[src/common/rp_cfg.svh]
//////////////////////////////////////////////////
// fast analog path configuration
//////////////////////////////////////////////////

`ifndef RP_CFG_SVH
`define RP_CFG_SVH

// datapath widths
`define RP_SMP_W            14          // adc and dac sample
`define RP_PIN_W            16          // adc pins, low 2 reserved
`define RP_BUS_W            32          // system bus data and address

// region field inside the bus address
`define RP_REG_LSB          20
`define RP_REG_MSB          22

`define RP_HK_ID            32'h5250_0101   // board id word

// housekeeping region offsets
`define RP_HK_ID_OFS        20'h00000
`define RP_HK_LOOP_OFS      20'h00004   // bit 0 is digital loop
`define RP_HK_LED_OFS       20'h00008
`define RP_HK_EXP_DIR_OFS   20'h00010   // 1 means pin drives out
`define RP_HK_EXP_OUT_OFS   20'h00014
`define RP_HK_EXP_IN_OFS    20'h00018   // read only

// analog region offsets
`define RP_AN_ADC_A_OFS     20'h00000   // read only
`define RP_AN_ADC_B_OFS     20'h00004   // read only
`define RP_AN_LVL_A_OFS     20'h00010
`define RP_AN_LVL_B_OFS     20'h00014
`define RP_AN_OFS_A_OFS     20'h00018
`define RP_AN_OFS_B_OFS     20'h0001C

`endif

[src/common/rp_bus_pkg.sv]
//////////////////////////////////////////////////
// system bus types
//////////////////////////////////////////////////

`default_nettype none

`include "rp_cfg.svh"

package rp_bus_pkg;

  typedef logic [`RP_BUS_W-1:0]   bus_word_t;   // read and write data
  typedef logic [`RP_BUS_W-1:0]   bus_addr_t;   // byte address
  typedef logic [`RP_REG_LSB-1:0] bus_ofs_t;    // offset inside one region

  // eight regions, selected by address bits 22..20
  typedef enum logic [`RP_REG_MSB-`RP_REG_LSB:0] {
    REG_HK      = 3'd0,   // housekeeping
    REG_ANALOG  = 3'd1,   // adc readback, dac levels
    REG_FREE2   = 3'd2,
    REG_FREE3   = 3'd3,
    REG_FREE4   = 3'd4,
    REG_FREE5   = 3'd5,
    REG_FREE6   = 3'd6,
    REG_FREE7   = 3'd7
  } bus_region_e;

  // region field of an address
  function automatic bus_region_e region_of(input bus_addr_t addr);
    region_of = bus_region_e'(addr[`RP_REG_MSB:`RP_REG_LSB]);
  endfunction

  // offset below the region field
  function automatic bus_ofs_t offset_of(input bus_addr_t addr);
    offset_of = addr[`RP_REG_LSB-1:0];
  endfunction

endpackage

`default_nettype wire

[src/common/rp_sig_pkg.sv]
//////////////////////////////////////////////////
// sample and code types
//////////////////////////////////////////////////

`default_nettype none

`include "rp_cfg.svh"

package rp_sig_pkg;

  // converter code, unsigned with negative slope
  typedef logic [`RP_SMP_W-1:0]        adc_raw_t;

  typedef logic signed [`RP_SMP_W-1:0] smp_t;     // two's complement sample

  typedef logic signed [`RP_SMP_W:0]   dac_sum_t; // level plus offset, one guard bit

  // code to sample: keep msb, flip the rest
  function automatic smp_t raw_to_smp(input adc_raw_t code);
    raw_to_smp = {code[`RP_SMP_W-1], ~code[`RP_SMP_W-2:0]};
  endfunction

  // sample back to code, same bit flip
  // 0 maps to 0x1fff, mid scale on the converter
  function automatic adc_raw_t smp_to_raw(input smp_t smp);
    smp_to_raw = {smp[`RP_SMP_W-1], ~smp[`RP_SMP_W-2:0]};
  endfunction

endpackage

`default_nettype wire

[src/hw/adc/adc_frontend.sv]
//////////////////////////////////////////////////
// adc capture and loopback
//////////////////////////////////////////////////

`timescale 1ns/1ps
`default_nettype none

`include "rp_cfg.svh"

module adc_frontend
  import rp_sig_pkg::*;
(
  input  wire                  adc_clk,
  input  wire                  rst_n_i,
  input  wire [`RP_PIN_W-1:0]  adc_dat_a_i,
  input  wire [`RP_PIN_W-1:0]  adc_dat_b_i,
  input  wire                  digital_loop_i,   // 1 = take dac samples
  input  wire smp_t            dac_a_i,
  input  wire smp_t            dac_b_i,
  output smp_t                 adc_a_o,
  output smp_t                 adc_b_o
);

  localparam int RSV_W = `RP_PIN_W - `RP_SMP_W;  // reserved low pin bits

  adc_raw_t adc_dat_a_q;    // pin capture, ch a
  adc_raw_t adc_dat_b_q;    // pin capture, ch b

  //////////////////////////////////////////////////
  // input register
  //////////////////////////////////////////////////

  // should map onto io block flops
  always_ff @(posedge adc_clk or negedge rst_n_i)
  begin
    if (!rst_n_i)
    begin
      adc_dat_a_q <= '0;
      adc_dat_b_q <= '0;
    end
    else
    begin
      adc_dat_a_q <= adc_dat_a_i[`RP_PIN_W-1:RSV_W];  // drop bits 1..0
      adc_dat_b_q <= adc_dat_b_i[`RP_PIN_W-1:RSV_W];
    end
  end

  // negative slope code to two's complement, or the dac path in loop mode
  assign adc_a_o = digital_loop_i ? dac_a_i : raw_to_smp(adc_dat_a_q);
  assign adc_b_o = digital_loop_i ? dac_b_i : raw_to_smp(adc_dat_b_q);

endmodule

`default_nettype wire

[src/hw/dac/dac_backend.sv]
//////////////////////////////////////////////////
// dac summation and output register
//////////////////////////////////////////////////

`timescale 1ns/1ps
`default_nettype none

`include "rp_cfg.svh"

module dac_backend
  import rp_sig_pkg::*;
(
  input  wire        adc_clk,
  input  wire        rst_n_i,
  input  wire smp_t  lvl_a_i,
  input  wire smp_t  lvl_b_i,
  input  wire smp_t  ofs_a_i,
  input  wire smp_t  ofs_b_i,
  output smp_t       dac_a_o,       // saturated, also fed to loopback
  output smp_t       dac_b_o,
  output adc_raw_t   dac_dat_a_o,   // pin code, negative slope
  output adc_raw_t   dac_dat_b_o
);

  // pin code for a zero sample
  localparam adc_raw_t DAC_IDLE = smp_to_raw(smp_t'(0));

  // clip a 15 bit sum to the 14 bit range
  // top two bits differ means overflow, sign picks the rail
  function automatic smp_t saturate(input dac_sum_t sum);
    if (sum[`RP_SMP_W] ^ sum[`RP_SMP_W-1])
      saturate = {sum[`RP_SMP_W], {(`RP_SMP_W-1){~sum[`RP_SMP_W]}}};
    else
      saturate = sum[`RP_SMP_W-1:0];
  endfunction

  dac_sum_t sum_a;
  dac_sum_t sum_b;

  //////////////////////////////////////////////////
  // level plus offset
  //////////////////////////////////////////////////

  // one bit of sign extension on each operand
  assign sum_a = {lvl_a_i[`RP_SMP_W-1], lvl_a_i} + {ofs_a_i[`RP_SMP_W-1], ofs_a_i};
  assign sum_b = {lvl_b_i[`RP_SMP_W-1], lvl_b_i} + {ofs_b_i[`RP_SMP_W-1], ofs_b_i};

  assign dac_a_o = saturate(sum_a);   // +8191 / -8192 rails
  assign dac_b_o = saturate(sum_b);

  //////////////////////////////////////////////////
  // output register
  //////////////////////////////////////////////////

  // signed back to converter code, one cycle after the registers
  always_ff @(posedge adc_clk or negedge rst_n_i)
  begin
    if (!rst_n_i)
    begin
      dac_dat_a_o <= DAC_IDLE;      // mid scale
      dac_dat_b_o <= DAC_IDLE;
    end
    else
    begin
      dac_dat_a_o <= smp_to_raw(dac_a_o);
      dac_dat_b_o <= smp_to_raw(dac_b_o);
    end
  end

endmodule

`default_nettype wire

[src/hw/sys_bus_ctrl.sv]
//////////////////////////////////////////////////
// system bus decoder and register regions
//////////////////////////////////////////////////

`timescale 1ns/1ps
`default_nettype none

`include "rp_cfg.svh"

module sys_bus_ctrl
  import rp_bus_pkg::*, rp_sig_pkg::*;
(
  input  wire                  adc_clk,
  input  wire                  rst_n_i,
  // bus request side
  input  wire bus_addr_t       sys_addr_i,
  input  wire bus_word_t       sys_wdata_i,
  input  wire                  sys_wen_i,
  input  wire                  sys_ren_i,
  // status in
  input  wire smp_t            adc_a_i,
  input  wire smp_t            adc_b_i,
  input  wire [7:0]            exp_in_i,
  // bus answer side
  output bus_word_t            sys_rdata_o,    // valid with ack
  output logic                 sys_ack_o,
  output logic                 sys_err_o,
  // housekeeping outputs
  output logic                 digital_loop_o,
  output logic [7:0]           led_o,
  output logic [7:0]           exp_dir_o,
  output logic [7:0]           exp_out_o,
  // analog outputs
  output smp_t                 lvl_a_o,
  output smp_t                 lvl_b_o,
  output smp_t                 ofs_a_o,
  output smp_t                 ofs_b_o
);

  // widen a sample to a bus word, sign kept
  function automatic bus_word_t sext_smp(input smp_t smp);
    sext_smp = {{(`RP_BUS_W-`RP_SMP_W){smp[`RP_SMP_W-1]}}, smp};
  endfunction

  bus_region_e region;      // addr 22..20
  bus_ofs_t    ofs;         // addr 19..0
  logic        hk_wen;      // write into housekeeping
  logic        an_wen;      // write into analog
  bus_word_t   hk_rdata;
  bus_word_t   an_rdata;
  bus_word_t   rdata_d;     // selected region read word

  //////////////////////////////////////////////////
  // address decode
  //////////////////////////////////////////////////

  assign region = region_of(sys_addr_i);
  assign ofs    = offset_of(sys_addr_i);

  assign hk_wen = sys_wen_i && (region == REG_HK);
  assign an_wen = sys_wen_i && (region == REG_ANALOG);  // regions 2..7 never write

  //////////////////////////////////////////////////
  // housekeeping region
  //////////////////////////////////////////////////

  always_ff @(posedge adc_clk or negedge rst_n_i)
  begin
    if (!rst_n_i)
    begin
      digital_loop_o <= 1'b0;
      led_o          <= '0;
      exp_dir_o      <= '0;    // all expansion pins start as inputs
      exp_out_o      <= '0;
    end
    else if (hk_wen)
    begin
      case (ofs)
        `RP_HK_LOOP_OFS:    digital_loop_o <= sys_wdata_i[0];
        `RP_HK_LED_OFS:     led_o          <= sys_wdata_i[7:0];
        `RP_HK_EXP_DIR_OFS: exp_dir_o      <= sys_wdata_i[7:0];
        `RP_HK_EXP_OUT_OFS: exp_out_o      <= sys_wdata_i[7:0];
        default: ;           // id and exp_in are read only
      endcase
    end
  end

  always_comb
  begin
    hk_rdata = '0;
    case (ofs)
      `RP_HK_ID_OFS:      hk_rdata       = `RP_HK_ID;
      `RP_HK_LOOP_OFS:    hk_rdata[0]    = digital_loop_o;
      `RP_HK_LED_OFS:     hk_rdata[7:0]  = led_o;
      `RP_HK_EXP_DIR_OFS: hk_rdata[7:0]  = exp_dir_o;
      `RP_HK_EXP_OUT_OFS: hk_rdata[7:0]  = exp_out_o;
      `RP_HK_EXP_IN_OFS:  hk_rdata[7:0]  = exp_in_i;   // live pin value
      default: ;
    endcase
  end

  //////////////////////////////////////////////////
  // analog region
  //////////////////////////////////////////////////

  always_ff @(posedge adc_clk or negedge rst_n_i)
  begin
    if (!rst_n_i)
    begin
      lvl_a_o <= '0;
      lvl_b_o <= '0;
      ofs_a_o <= '0;
      ofs_b_o <= '0;
    end
    else if (an_wen)
    begin
      // only the low 14 bits are kept
      case (ofs)
        `RP_AN_LVL_A_OFS: lvl_a_o <= sys_wdata_i[`RP_SMP_W-1:0];
        `RP_AN_LVL_B_OFS: lvl_b_o <= sys_wdata_i[`RP_SMP_W-1:0];
        `RP_AN_OFS_A_OFS: ofs_a_o <= sys_wdata_i[`RP_SMP_W-1:0];
        `RP_AN_OFS_B_OFS: ofs_b_o <= sys_wdata_i[`RP_SMP_W-1:0];
        default: ;
      endcase
    end
  end

  always_comb
  begin
    case (ofs)
      `RP_AN_ADC_A_OFS: an_rdata = sext_smp(adc_a_i);
      `RP_AN_ADC_B_OFS: an_rdata = sext_smp(adc_b_i);
      `RP_AN_LVL_A_OFS: an_rdata = sext_smp(lvl_a_o);
      `RP_AN_LVL_B_OFS: an_rdata = sext_smp(lvl_b_o);
      `RP_AN_OFS_A_OFS: an_rdata = sext_smp(ofs_a_o);
      `RP_AN_OFS_B_OFS: an_rdata = sext_smp(ofs_b_o);
      default:          an_rdata = '0;
    endcase
  end

  //////////////////////////////////////////////////
  // read mux and acknowledge
  //////////////////////////////////////////////////

  always_comb
  begin
    case (region)
      REG_HK:     rdata_d = hk_rdata;
      REG_ANALOG: rdata_d = an_rdata;
      default:    rdata_d = '0;     // free regions read zero
    endcase
  end

  // every request is answered one cycle later, any region
  always_ff @(posedge adc_clk or negedge rst_n_i)
  begin
    if (!rst_n_i)
      sys_ack_o <= 1'b0;
    else
      sys_ack_o <= sys_wen_i | sys_ren_i;
  end

  always_ff @(posedge adc_clk)
  begin
    if (sys_ren_i)
      sys_rdata_o <= rdata_d;   // held until next read
  end

  assign sys_err_o = 1'b0;      // no bus errors in this map

endmodule

`default_nettype wire

[src/hw/rp_top.sv]
//////////////////////////////////////////////////
// fast analog path top level
//////////////////////////////////////////////////

`timescale 1ns/1ps
`default_nettype none

`include "rp_cfg.svh"

module rp_top
  import rp_bus_pkg::*, rp_sig_pkg::*;
(
  input  wire                  adc_clk,
  input  wire                  rst_n_i,
  // adc pins
  input  wire [`RP_PIN_W-1:0]  adc_dat_a_i,    // ch a, bits 1..0 reserved
  input  wire [`RP_PIN_W-1:0]  adc_dat_b_i,    // ch b
  // system bus
  input  wire bus_addr_t       sys_addr_i,
  input  wire bus_word_t       sys_wdata_i,
  input  wire                  sys_wen_i,      // single cycle pulse
  input  wire                  sys_ren_i,      // single cycle pulse
  input  wire [7:0]            exp_in_i,       // expansion port in
  output bus_word_t            sys_rdata_o,
  output logic                 sys_ack_o,
  output logic                 sys_err_o,
  // dac pins, one bus per channel
  output adc_raw_t             dac_dat_a_o,
  output adc_raw_t             dac_dat_b_o,
  // board io
  output logic [7:0]           led_o,
  output logic [7:0]           exp_dir_o,
  output logic [7:0]           exp_out_o
);

  smp_t adc_a, adc_b;   // samples after conversion or loop
  smp_t dac_a, dac_b;   // saturated dac samples
  smp_t lvl_a, lvl_b;   // dac levels from registers
  smp_t ofs_a, ofs_b;   // dac offsets from registers
  logic digital_loop;

  //////////////////////////////////////////////////
  // bus decoder and register regions
  //////////////////////////////////////////////////

  sys_bus_ctrl u_bus (
    .adc_clk        (adc_clk),
    .rst_n_i        (rst_n_i),
    .sys_addr_i     (sys_addr_i),
    .sys_wdata_i    (sys_wdata_i),
    .sys_wen_i      (sys_wen_i),
    .sys_ren_i      (sys_ren_i),
    .adc_a_i        (adc_a),         // readback
    .adc_b_i        (adc_b),
    .exp_in_i       (exp_in_i),
    .sys_rdata_o    (sys_rdata_o),
    .sys_ack_o      (sys_ack_o),
    .sys_err_o      (sys_err_o),
    .digital_loop_o (digital_loop),
    .led_o          (led_o),
    .exp_dir_o      (exp_dir_o),
    .exp_out_o      (exp_out_o),
    .lvl_a_o        (lvl_a),
    .lvl_b_o        (lvl_b),
    .ofs_a_o        (ofs_a),
    .ofs_b_o        (ofs_b)
  );

  //////////////////////////////////////////////////
  // adc capture and dac output
  //////////////////////////////////////////////////

  adc_frontend u_adc (
    .adc_clk        (adc_clk),
    .rst_n_i        (rst_n_i),
    .adc_dat_a_i    (adc_dat_a_i),
    .adc_dat_b_i    (adc_dat_b_i),
    .digital_loop_i (digital_loop),
    .dac_a_i        (dac_a),         // loopback source
    .dac_b_i        (dac_b),
    .adc_a_o        (adc_a),
    .adc_b_o        (adc_b)
  );

  dac_backend u_dac (
    .adc_clk        (adc_clk),
    .rst_n_i        (rst_n_i),
    .lvl_a_i        (lvl_a),
    .lvl_b_i        (lvl_b),
    .ofs_a_i        (ofs_a),
    .ofs_b_i        (ofs_b),
    .dac_a_o        (dac_a),
    .dac_b_o        (dac_b),
    .dac_dat_a_o    (dac_dat_a_o),
    .dac_dat_b_o    (dac_dat_b_o)
  );

endmodule

`default_nettype wire

[config.mk]
export PLATFORM = sky130hd
export DESIGN_NAME = rp_top
export DESIGN_NICKNAME = d
export VERILOG_FILES = /design/src/common/rp_bus_pkg.sv /design/src/common/rp_sig_pkg.sv /design/src/hw/adc/adc_frontend.sv /design/src/hw/dac/dac_backend.sv /design/src/hw/sys_bus_ctrl.sv /design/src/hw/rp_top.sv
export VERILOG_INCLUDE_DIRS = /design/src /design/src/common
export SDC_FILE = /design/constraint.sdc
export NUM_CORES = 1
export LEC_CHECK = 0
export CORE_UTILIZATION = 35
export DETAILED_ROUTE_END_ITERATION = 12
export DONT_BUFFER_PORTS = 1
export SYNTH_ARGS = -nofsm -noshare
export SYNTH_HDL_FRONTEND = slang
export SYNTH_SLANG_ARGS = --single-unit
[constraint.sdc]
create_clock -name adc_clk -period 3.25 [get_ports adc_clk]
set_input_delay 0.1625 -clock adc_clk [delete_from_list [all_inputs] [get_ports adc_clk]]
set_output_delay 0.1625 -clock adc_clk [all_outputs]
set_load 0.02 [all_outputs]
After elaboration in Yosys (flattened, before gate mapping)
Index checks and enable logic that the tools add are counted.

Output and inout bits: 86. Flip-flop bits (word level): 170.

Mux-type cells: 9. Reduce and logical (&&, ||, !) cells: 12. Eq/ne operators: 7. Add/subtract/negate cells: 2. Bitwise operators: 9.

Operator list (count): case mux 32 bit (6 select lines) (1); == test 20 x 5 -> 1 bit, second input constant (4); case mux 32 bit (2 select lines) (1); two-way mux 14 bit (4); NOT 13 bit (4); adder 14 x 14 -> 15 bit (2); case mux 7 bit (4 select lines) (1); two-way mux 23 bit (1); == test 20 x 3 -> 1 bit, second input constant (1); == test 20 x 4 -> 1 bit, second input constant (1); logical NOT 20 bit (1); AND reduction 2 bit (8); case mux 1 bit (6 select lines) (1); == test 3 x 1 -> 1 bit, second input constant (1); logical NOT 3 bit (1); logical AND 1 bit (2); NOT 1 bit (2); bitwise XOR 1 bit (2); OR 1 bit (1).

Logic depth before layout (Yosys ltp)
Gate-level depths: netlist (run 1).

Depth in word-level cells: 6. Mapped depth: 11. Mapped depth without buffers: 10.

Cells and area by module
A second synthesis (run 1) with hierarchy kept.

Cells, all modules: 801. Area total of the unflattened synthesis: 8729.6 um^2.

By module, submodules not included: sys_bus_ctrl (sequential area each 2502.4 um^2, times used 1, area each 4954.8 um^2, cells each 418); dac_backend (sequential area each 733.2 um^2, times used 1, area each 2673.8 um^2, cells each 295); adc_frontend (sequential area each 700.7 um^2, times used 1, area each 1101.1 um^2, cells each 88).

Worst setup path after synthesis (run 1)
No wires, ideal clock.

Kind: reg-to-reg. Start: register u_bus.lvl_b_o[0]. End: register u_bus.sys_rdata_o[1] (data pin). Path buffers: 0. Path slack: 0.373 ns. Setup time: 0.261 ns. Arrival: 2.616 ns. Cell stages (with the launch flop): 11. Cell sequence: dfrtp_1 > ha_1 > fa_1 > a211oi_1 > o21bai_1 > a21o_1 > a21o_1 > o2bb2ai_2 > a21oi_2 > o221ai_2 > a221o_1.

Cells in the longest elaborated chain, start to end: 6. Elaborated cells between the ends (all ways): 7.

Ends and longest elaborated chain: from (decl) (RTL line sys_bus_ctrl.sv:35) `output smp_t lvl_b_o,`; from (signal assigned) (RTL line sys_bus_ctrl.sv:120) `` `RP_AN_LVL_B_OFS: lvl_b_o <= sys_wdata_i[`RP_SMP_W-1:0]; ``; adder 14 x 14 -> 15 bit (*) (RTL line dac_backend.sv:46) `` assign sum_b = {lvl_b_i[`RP_SMP_W-1], lvl_b_i} + {ofs_b_i[`RP_SMP_W-1], ofs_b_i}; ``; bitwise XOR 1 bit / NOT 1 bit (equally long branches) (RTL line dac_backend.sv:31, dac_backend.sv:32); two-way mux 14 bit (*) (RTL line dac_backend.sv:31) `` if (sum[`RP_SMP_W] ^ sum[`RP_SMP_W-1]) ``; two-way mux 14 bit (*) (RTL line adc_frontend.sv:50) `assign adc_b_o = digital_loop_i ? dac_b_i : raw_to_smp(adc_dat_b_q);`; case mux 32 bit (6 select lines) (*) (RTL line sys_bus_ctrl.sv:130) `case (ofs)`; case mux 32 bit (2 select lines) (*) (RTL line sys_bus_ctrl.sv:147) `case (region)`; net u_bus.rdata_d[1] (RTL line sys_bus_ctrl.sv:51) `bus_word_t rdata_d;`; to (signal assigned) (RTL line sys_bus_ctrl.sv:166) `sys_rdata_o <= rdata_d;`; to (decl) (RTL line sys_bus_ctrl.sv:25) `output bus_word_t sys_rdata_o,`.

Mark *: on every way through the listed nets, which the timed path passes. The rest lies on a longest branch. A chain may end at the register's enable or synchronous reset.

Worst setup path after layout (run 1)
Start: register u_bus.lvl_b_o[0]. End: register u_bus.sys_rdata_o[11] (data pin).

The elaborated chain is that of the path after synthesis.

==> results of run 1 <==
[cells in the final DEF, fill, tap and decap left out, types with 5 or more instances in the layout]
cell type	n
a21o_1	8
a21oi_1	36
a21oi_2	8
a22oi_1	35
and3_1	8
buf_4	21
clkbuf_16	17
dfrtp_1	112
dfstp_2	26
dlygate4sd3_1	45
edfxtp_1	15
ha_1	28
inv_1	7
inv_6	5
mux2_1	46
mux2_2	35
nand2_1	33
nand2b_1	7
nand3_1	16
nor2_1	35
nor2b_1	8
nor3_1	7
o211ai_1	5
o21ai_0	28
o221ai_1	8
xnor2_1	11
xor2_1	10
[flip-flops by register name, summed over array words and instances (netlist names)]
name and cells:
u_adc.adc_dat_a_q 14, u_adc.adc_dat_b_q 14, u_bus.digital_loop_o 1, u_bus.exp_dir_o 8, u_bus.exp_out_o 8, u_bus.led_o 8, u_bus.lvl_a_o 14, u_bus.lvl_b_o 14
u_bus.ofs_a_o 14, u_bus.ofs_b_o 14, u_bus.sys_ack_o 1, u_bus.sys_rdata_o 15, u_dac.dac_dat_a_o 14, u_dac.dac_dat_b_o 14
[cells by family after synthesis]
| group | Yosys count | share of synthesized area [%] |
|---|---|---|
| xor+xnor | 21 | 2.309 |
| compound gates | 191 | 17.89 |
| buf+inv | 51 | 4.319 |
| flops | 153 | 49.41 |
| mux | 84 | 11.98 |
| other cells | 1 | 0.04707 |
| simple gates | 142 | 9.141 |
| fa+ha+maj | 30 | 4.900 |
[worst min path at each step]
stage	endpoint	slack [ps]	depth (start not counted)	start
2_1_floorplan	u_adc.adc_dat_a_q[0]	-130	0	rst_n_i
3_3_place_gp	u_bus.exp_dir_o[7]	-130	0	rst_n_i
3_5_place_dp	u_bus.exp_dir_o[7]	-130	0	rst_n_i
4_1_cts	u_bus.led_o[4]	-590	0	rst_n_i
5_1_grt	u_adc.adc_dat_a_q[6]	-600	0	rst_n_i
6_report	u_adc.adc_dat_b_q[7]	-570	0	rst_n_i
[synth_stat cells, types with 8 or more instances]
cell	instances	area, sq um
a22oi_1	35	262.8
o21ai_0	28	140.1
nor2b_1	8	50.05
a21o_1	8	60.06
dfstp_2	26	683.2
o221ai_1	8	70.07
xnor2_1	11	96.34
edfxtp_1	15	450.4
nand3_1	16	80.08
nor2_1	35	131.4
and3_1	8	50.05
dfrtp_1	112	2803
nand2_1	33	123.9
mux2_1	46	518.0
a21oi_1	38	190.2
buf_4	23	172.7
xor2_1	10	87.58
buf_2	9	45.04
mux2_2	35	394.1
ha_1	28	350.3
[metal layers]
| layer | part of all wire [%] | GRT usage, % | up-vias |
|---|---|---|---|
| li1 | - | - | 2586 |
| met1 | 46 | 27.88 | 2936 |
| met2 | 46 | 31.85 | 211 |
| met3 | 7.0 | 5.500 | 18 |
| met4 | 1.2 | 5.435 | 0 |
| met5 | 0 | 0 | - |
[critical path, delay by kind of cell, from the launching register on]
kind                     cells  cell delay (ps)
AND/OR/NAND/NOR              1              170
AO/OA/AOI/OAI                6             1330
adder cells (fa/ha/maj)      2              710
buffers and inverters        1              220
flip-flops                   1              390
[through the flow]
stage	cell area (sq um)	power, W	setup slack [ps]	hold slack [ps]	cells
final	9229	0.004038	145.1	-566.7	1008
after global routing	9229	0.004170	14.48	-596.4	1008
after detailed placement	8177	0.002044	87.67	-129.0	931
after CTS	9211	0.004089	66.61	-592.1	1008
after floorplan	7966	0.002050	373.3	-133.1	673
after global placement	8177	0.002043	157.2	-129.0	931
[power groups by stage]
stage          registers (W)  clock network (W)  logic (W)
6_report             0.00198            0.00197  0.0000893
5_1_grt              0.00198            0.00209  0.0000958
4_1_cts              0.00198            0.00202  0.0000897
3_5_place_dp         0.00201                  0  0.0000292
3_3_place_gp         0.00201                  0  0.0000290
2_1_floorplan        0.00201                  0  0.0000407
[area by class of cell]
type                    count  area (sq um)
inverters                   7         26.28
fillers                  2084         12860
clock buffers              19         452.9
repair buffers             67         628.1
well taps                 280         350.3
multi-input cells         469          3704
flip-flops and latches    153          3936
clock inverters            13         131.4
[repair_timing]
| item | 4_1_cts | 5_1_grt |
|---|---|---|
| endpoints found under the hold margin | 263 | 138 |
| setup endpoints to repair | 0 | 2 |
| gates resized for setup | 0 | 4 |
| buffers inserted | 0 | 0 |
==> impl_results.md, run 1 <==
- P_int: 0.003120 W
- Avg Cell Area, Syn: 11.84 sq um
- Post-synthesis cell count: 673
- CTS root buf: clkbuf_16
- Vias in the first global route: 5910
- YS warnings: 0
- Max clock buf depth: 2
- Routed wire length: 23.39 mm
- Count of cell types in the netlist: 81
- Power per cell area: 437.5 mW/mm^2
- Logic pwr share: 2.2%
- Antenna cells: 0
- RSZ-0062 raised after global routing: false
- Clock network power share: 48.8%
- DRC violations left: 0
- Worst VDD drop: 0.2801 mV
- Worst Max-Slew Pin Slew: 927.6 ps
- TNS Setup: 0 ps
- Initial DRC count: 426
- Post-synth EDFFs: 15
- Antenna viol nets, final: 0
- Clock transition at the registers of the reported paths: 70 ps
- Number of CTS-inserted buffers: 17
- R2r endpoint: u_bus.sys_rdata_o[11]
- Critical path endpoint: u_bus.sys_rdata_o[11]
- I/O Pins: 194
- R2r worst-path depth: 10
- # hold bufs at CTS: 45
- Cells along the critical path: ha_1 -> fa_1 -> a211oi_2 -> o21bai_1 -> a21o_1 -> a21o_1 -> o2bb2ai_2 -> buf_4 -> nand2b_1 -> a221o_1
- Main flop type after synthesis: dfrtp_1
- DR pass1 iterations: 5
- Asr flop ratio synth: 90.20%
- Static leakage: 4.177 nW
- Slowest stage delay, CP: 450 ps
- Port bufs: 0
- Crit share post-route: 95.54%
- Setup Crit Path Kind: reg -> reg
- Drt wl/cell: 23.21 microns
- Outcome: finished, violations left
- Minimum clock period: 3105 ps
- DPL Wire Length: 17.43 mm
- Hold WC Path Type: in -> async
- Cell Rows: 54
- Share of cells above drive strength 1: 21.57%
- Fmax: 322.1 MHz
- GRT Total Usage: 20.40%
- Initial antenna violation count: 0
- Switching power total: 0.0009174 W
- Reg2reg start: u_bus.lvl_b_o[0]
- Syn Nets: 811
- Final Util: 41.77%
- Setup Skew: 9.394 ps
- Mapped cell area: 0.007966 sq mm
- Relative slew slack: 38.29%
- Sequential share of power: 49.0%
- Starting density of the core: 36.06%
- Chip Width: 152.9 microns
- Sequential area share after synthesis: 49.41%
- Worst hold slack: -566.7 ps
- Final Hold Fails: 138
- Final setup fails: 0
- Vias: 5751
- Slowest-stage cell, CP: fa_1
- Via density: 5.705
- Critical Path RT: 3430 ps
- Placer Congestion: 0.8480
- Worst setup path startpoint: u_bus.lvl_b_o[0]
- Worst-Skew Late Latency: 430 ps
- Nets@finish: 853
- R2R Setup Slk: 150 ps
- Sink Count: 153
- H-tree levels: 4
- Max Cap Violations: 0
- Startpoint types: flip-flop
- Die ar.: 0.02337 sq mm
- Die extent in y: 152.9 microns
- Overflow after GRT: 0
- Core ar.: 0.02209 sq mm
- Largest net degree at the start of global routing: 139
- CP Capture Type: flip-flop
- Max-slew violations: 0
- Register bit total from synthesis: 153
- Worst path most repeated cell: a21o_1
- Failing checks: hold timing
- Switch share: 22.72%
- Global-route wire length before repair: 35.59 mm
- Area grow syn2layout: 15.85%
- CTS tree: yes
- Crit Path Max Fanout: 14
- Crit path DAT: 3280 ps
(Power assumes the default switching activity.)
==> inputs of run 2 (changes only) <==
==> constraint.sdc (replaced) <==
create_clock -name adc_clk -period 3.2 [get_ports adc_clk]
set_input_delay 0.16 -clock adc_clk [delete_from_list [all_inputs] [get_ports adc_clk]]
set_output_delay 0.16 -clock adc_clk [all_outputs]
set_load 0.02 [all_outputs]
==> impl_results.md, run 2 (synthesized netlist as in run 1, its figures left out) <==
- Outcome: finished, violations left
- Failing checks: hold timing
- Largest Register: u_bus.sys_rdata_o
- Crit Path Max Fanout: 15
- Setup Crit Path Kind: reg -> reg
- FILL cells: 2052
- Max reg flops: 15
- Vias: 5707
- Largest net degree at the start of global routing: 139
- Postcts setup bufs: 0
- Max-slew violations: 0
- Slowest-stage cell, CP: fa_1
- Hold WC Path Type: in -> async
- Inst Count DP: 936
- Final setup fails: 0
- PnR worst setup slack: 83.30 ps
- Worst hold slack: -568.6 ps
- Final Hold Fails: 138
- Area grow syn2layout: 15.93%
- Final non-filler cell total: 1011
- Worst Max-Slew Pin Slew: 893.9 ps
- Routed wire length: 23.03 mm
- Starting density of the core: 36.06%
- Drt wl/cell: 22.78 microns
- Number of CTS-inserted buffers: 17
- H-tree levels: 4
- Static leakage: 4.180 nW
- Fmax: 320.9 MHz
- Global-route wire length before repair: 34.83 mm
- Placement Setup Slack: 98.10 ps
- Via density: 5.645
- Most common cell after layout, fill and taps aside: dfrtp_1
- Final Util: 41.80%
- Most frequent cells in the layout: dfrtp_1 (112), mux2_1 (46), dlygate4sd3_1 (45)
- CTS tree: yes
- Cell Rows: 54
- Overflow after GRT: 0
- Setup Skew: 11.19 ps
- Share of cells above drive strength 1: 21.75%
- Max Cap Violations: 0
- Chip Width: 152.9 microns
- CTS root buf: clkbuf_16
- DR pass1 iterations: 5
- CP Capture Type: flip-flop
- Startpoint types: flip-flop
- Die extent in y: 152.9 microns
- Vias in the first global route: 5747
- DRC violations left: 0
- Core ar.: 0.02209 sq mm
- Critical Path RT: 3370 ps
- Cells along the critical path: ha_1 -> fa_1 -> a211oi_2 -> o21bai_1 -> a21o_1 -> a21o_1 -> o2bb2ai_2 -> buf_4 -> nand2b_1 -> a221o_1
- # hold bufs at CTS: 45
- Placer Congestion: 0.8897
- Relative slew slack: 40.53%
- Crit share post-route: 97.40%
- GRT Total Usage: 20.13%
- Die ar.: 0.02337 sq mm
- DPL Wire Length: 17.47 mm
- Sink Count: 153
- Crit path DAT: 3290 ps
- Antenna viol nets, final: 0
- Worst-Skew Late Latency: 430 ps
- Initial DRC count: 508
- Power per cell area: 432.4 mW/mm^2
- Initial antenna violation count: 0
- Worst path most repeated cell: a21o_1
- Max clock buf depth: 2
- Antenna cells: 0
- Port bufs: 0
- Slowest stage delay, CP: 450 ps
- Clock transition at the registers of the reported paths: 60 ps
- Worst VDD drop: 0.3180 mV
- Total power: 0.003994 W
- Minimum clock period: 3117 ps
- Nets@finish: 858
- I/O Pins: 194
-- run 2: through the flow --
| stage | TNS [ps] | cell area (sq um) | hold slack [ps] |
|---|---|---|---|
| final | 0 | 9235 | -568.6 |
| after global routing | -211.8 | 9235 | -595.8 |
| after detailed placement | 0 | 8214 | -132.1 |
| after global placement | 0 | 8214 | -131.5 |
| after CTS | 0 | 9216 | -594.3 |
| after floorplan | 0 | 7966 | -135.6 |
-- run 2: final timing paths --
check / to / startpoint / cells after the start / slack (ps)
hold reg to reg: u_bus.ofs_b_o[8] / u_bus.ofs_b_o[8] / 1 / 530
setup reg to reg: u_bus.sys_rdata_o[11] / u_bus.lvl_b_o[0] / 10 / 80
hold / removal: u_adc.adc_dat_b_q[7] / rst_n_i / 0 / -570
setup / recovery: u_bus.sys_rdata_o[11] / u_bus.lvl_b_o[0] / 10 / 80
max in group asynchronous: u_dac.dac_dat_a_o[1] / rst_n_i / 0 / 3500
min in group adc_clk: u_bus.lvl_a_o[1] / sys_addr_i[2] / 3 / 100
-- run 2: layer usage --
layer | wire (microns) | global-route usage, % | vias up
met1 | 10400 | 27.53 | 2844
met4 | 349 | 6.157 | 0
met2 | 10460 | 30.97 | 248
met3 | 1822 | 5.472 | 25
li1 | - | - | 2590
met5 | 0 | 0 | -
-- run 2: power breakdown --
| part | internal (W) | switching [W] |
|---|---|---|
| registers | 0.00199 | 0.0000225 |
| clock network | 0.00110 | 0.000788 |
| logic | 0.0000467 | 0.0000442 |
| total | 0.00314 | 0.000855 |
-- run 2: area by class of cell --
| class | instances | area (sq um) | area share [%] |
|---|---|---|---|
| sequential | 153 | 3936 | 42.62 |
| clock buffer | 19 | 454.2 | 4.918 |
| tap | 280 | 350.3 | 3.794 |
| timing repair buffer | 72 | 665.6 | 7.208 |
| multi-input combinational | 469 | 3705 | 40.12 |
| clock inverter | 11 | 97.59 | 1.057 |
| inverter | 7 | 26.28 | 0.2845 |
-- run 2: worst max-delay path: cells and delay by family (launching register included) --
kind	cells	cell delay, ps
flip-flops	1	400
adder cells (fa/ha/maj)	2	710
AO/OA/AOI/OAI	6	1380
buffers and inverters	1	210
AND/OR/NAND/NOR	1	170
-- run 2: what timing repair did --
action	in CTS	in global routing
endpoints found under the setup margin	0	5
endpoints found under the hold margin	263	138
resized for setup	0	4
==> inputs of run 3 (changes only) <==
--- a/config.mk
+++ b/config.mk
@@ -6,9 +6,12 @@
 export SDC_FILE = /design/constraint.sdc
 export NUM_CORES = 1
 export LEC_CHECK = 0
+export CELL_PAD_IN_SITES_DETAIL_PLACEMENT = 0
+export CELL_PAD_IN_SITES_GLOBAL_PLACEMENT = 1
 export CORE_UTILIZATION = 35
 export DETAILED_ROUTE_END_ITERATION = 12
 export DONT_BUFFER_PORTS = 1
+export PLACE_DENSITY_LB_ADDON = 0.1
 export SYNTH_ARGS = -nofsm -noshare
 export SYNTH_HDL_FRONTEND = slang
 export SYNTH_SLANG_ARGS = --single-unit
==> impl_results.md, run 3 (synthesized netlist as in run 1, its figures left out) <==
- Outcome: finished, violations left
- Failing checks: hold timing
- Crit path DAT: 3230 ps
- Worst hold slack: -566.3 ps
- R2r endpoint: u_bus.sys_rdata_o[11]
- Relative slew slack: 40.84%
- Reg2reg start: u_bus.ofs_a_o[1]
- Setup Skew: 11.67 ps
- R2R Setup Slk: 140 ps
- RSZ-0062 raised after global routing: false
- Final setup fails: 0
- Logic pwr share: 2.2%
- Final Util: 42.52%
- Clock network power share: 48.9%
- Starting density of the core: 36.06%
- Crit Path Max Fanout: 9
- CTS tree: yes
- Max clock buf depth: 2
- Die ar.: 0.02337 sq mm
- Most frequent cells in the layout: dfrtp_1 (112), mux2_1 (46), dlygate4sd3_1 (44)
- Most common cell after layout, fill and taps aside: dfrtp_1
- Clock transition at the registers of the reported paths: 70 ps
- Routed wire length: 25.09 mm
- P_int: 0.003145 W
- Largest Register: u_bus.sys_rdata_o
- H-tree levels: 4
- Initial antenna violation count: 0
- Share of cells above drive strength 1: 23.87%
- Cell Rows: 54
- Die extent in y: 152.9 microns
- Antenna viol nets, final: 0
- Worst Max-Slew Pin Slew: 884.5 ps
- CP Capture Type: flip-flop
- GRT Total Usage: 22.19%
- Max Cap Violations: 0
- Placer Congestion: 0.8466
- Overflow after GRT: 0
- DR pass1 iterations: 5
- DPL Wire Length: 18.77 mm
- Nets@finish: 875
- R2r worst-path depth: 10
- Vias: 5775
- Chip Width: 152.9 microns
- Worst VDD drop: 0.2764 mV
- Via density: 5.607
- # hold bufs at CTS: 44
- Sink Count: 153
- Area grow syn2layout: 17.94%
- FILL cells: 2097
- Global-route wire length before repair: 38.01 mm
- Minimum clock period: 3063 ps
- Switching power total: 0.0009616 W
- Startpoint types: flip-flop
- Hold WC Path Type: in -> async
- Drt wl/cell: 24.36 microns
- Power per cell area: 437.1 mW/mm^2
- Number of CTS-inserted buffers: 17
- TNS Setup: 0 ps
- Total power: 0.004107 W
- Worst setup path startpoint: u_bus.ofs_a_o[1]
- Fmax: 326.4 MHz
- CTS root buf: clkbuf_16
- Crit share post-route: 95.73%
- Initial DRC count: 349
- FF/Latch Area: 0.003936 sq mm
- Max reg flops: 15
- Multi-input gate area: 0.003702 sq mm
- Max-slew violations: 0
- Final Hold Fails: 138
- Worst-Skew Late Latency: 430 ps
- Critical Path RT: 3370 ps
- Setup Crit Path Kind: reg -> reg
- Largest net degree at the start of global routing: 139
- DRC violations left: 0
- Static leakage: 4.285 nW
- Antenna cells: 0
- Switch share: 23.42%
- Port bufs: 0
- Sequential share of power: 48.9%
- Core ar.: 0.02209 sq mm
- I/O Pins: 194
- Vias in the first global route: 6228
run 3: per-layer routing:
metal	track usage, %	part of all wire (%)
met1	27.90	44
met2	37.53	48
met3	5.699	6.2
met4	6.494	1.7
met5	0	0
run 3: area by class of cell:
class	instances	area share [%]
Sequential cell	153	41.90
Multi-Input combinational cell	469	39.41
Timing Repair Buffer	89	8.550
Clock buffer	18	4.674
Tap cell	280	3.729
Clock inverter	14	1.465
Inverter	7	0.2797
run 3: worst max-delay path by stage:
stage                                  to  cells past startpoint
floorplan            u_bus.sys_rdata_o[1]                     10
global placement    u_bus.sys_rdata_o[11]                     10
detailed placement  u_bus.sys_rdata_o[11]                     10
CTS                 u_bus.sys_rdata_o[11]                     10
global route         u_bus.sys_rdata_o[2]                     10
finish              u_bus.sys_rdata_o[11]                     10
run 3: power groups by stage:
stage,registers [W],clock network [W],logic (W)
4_1_cts,0.00201,0.00206,0.0000904
5_1_grt,0.00201,0.00213,0.0000971
6_report,0.00201,0.00201,0.0000899
3_3_place_gp,0.00205,0,0.0000288
2_1_floorplan,0.00204,0,0.0000413
3_5_place_dp,0.00205,0,0.0000290
run 3: per-stage QoR:
step,area (sq um),setup WS (ps),std cells
finish,9395,136.7,1030
global route,9395,31.61,1030
CTS,9379,80.39,1030
detailed placement,8362,112.5,954
global placement,8362,131.5,954
floorplan,7966,323.3,673
run 3: what timing repair did:
item	CTS	global route
setup buffers	0	0
resized for setup	0	3
setup endpoints to repair	0	3
hold endpoints to repair	263	138
run 3: worst max-delay path, stage by stage (launching register included):
cell	delay (ps)
dfrtp_1	450
ha_1	300
a21oi_1	100
o2111a_2	340
a211o_1	340
buf_4	150
a21oi_1	240
o31ai_4	180
buf_12	190
nand2b_1	170
a221o_1	330
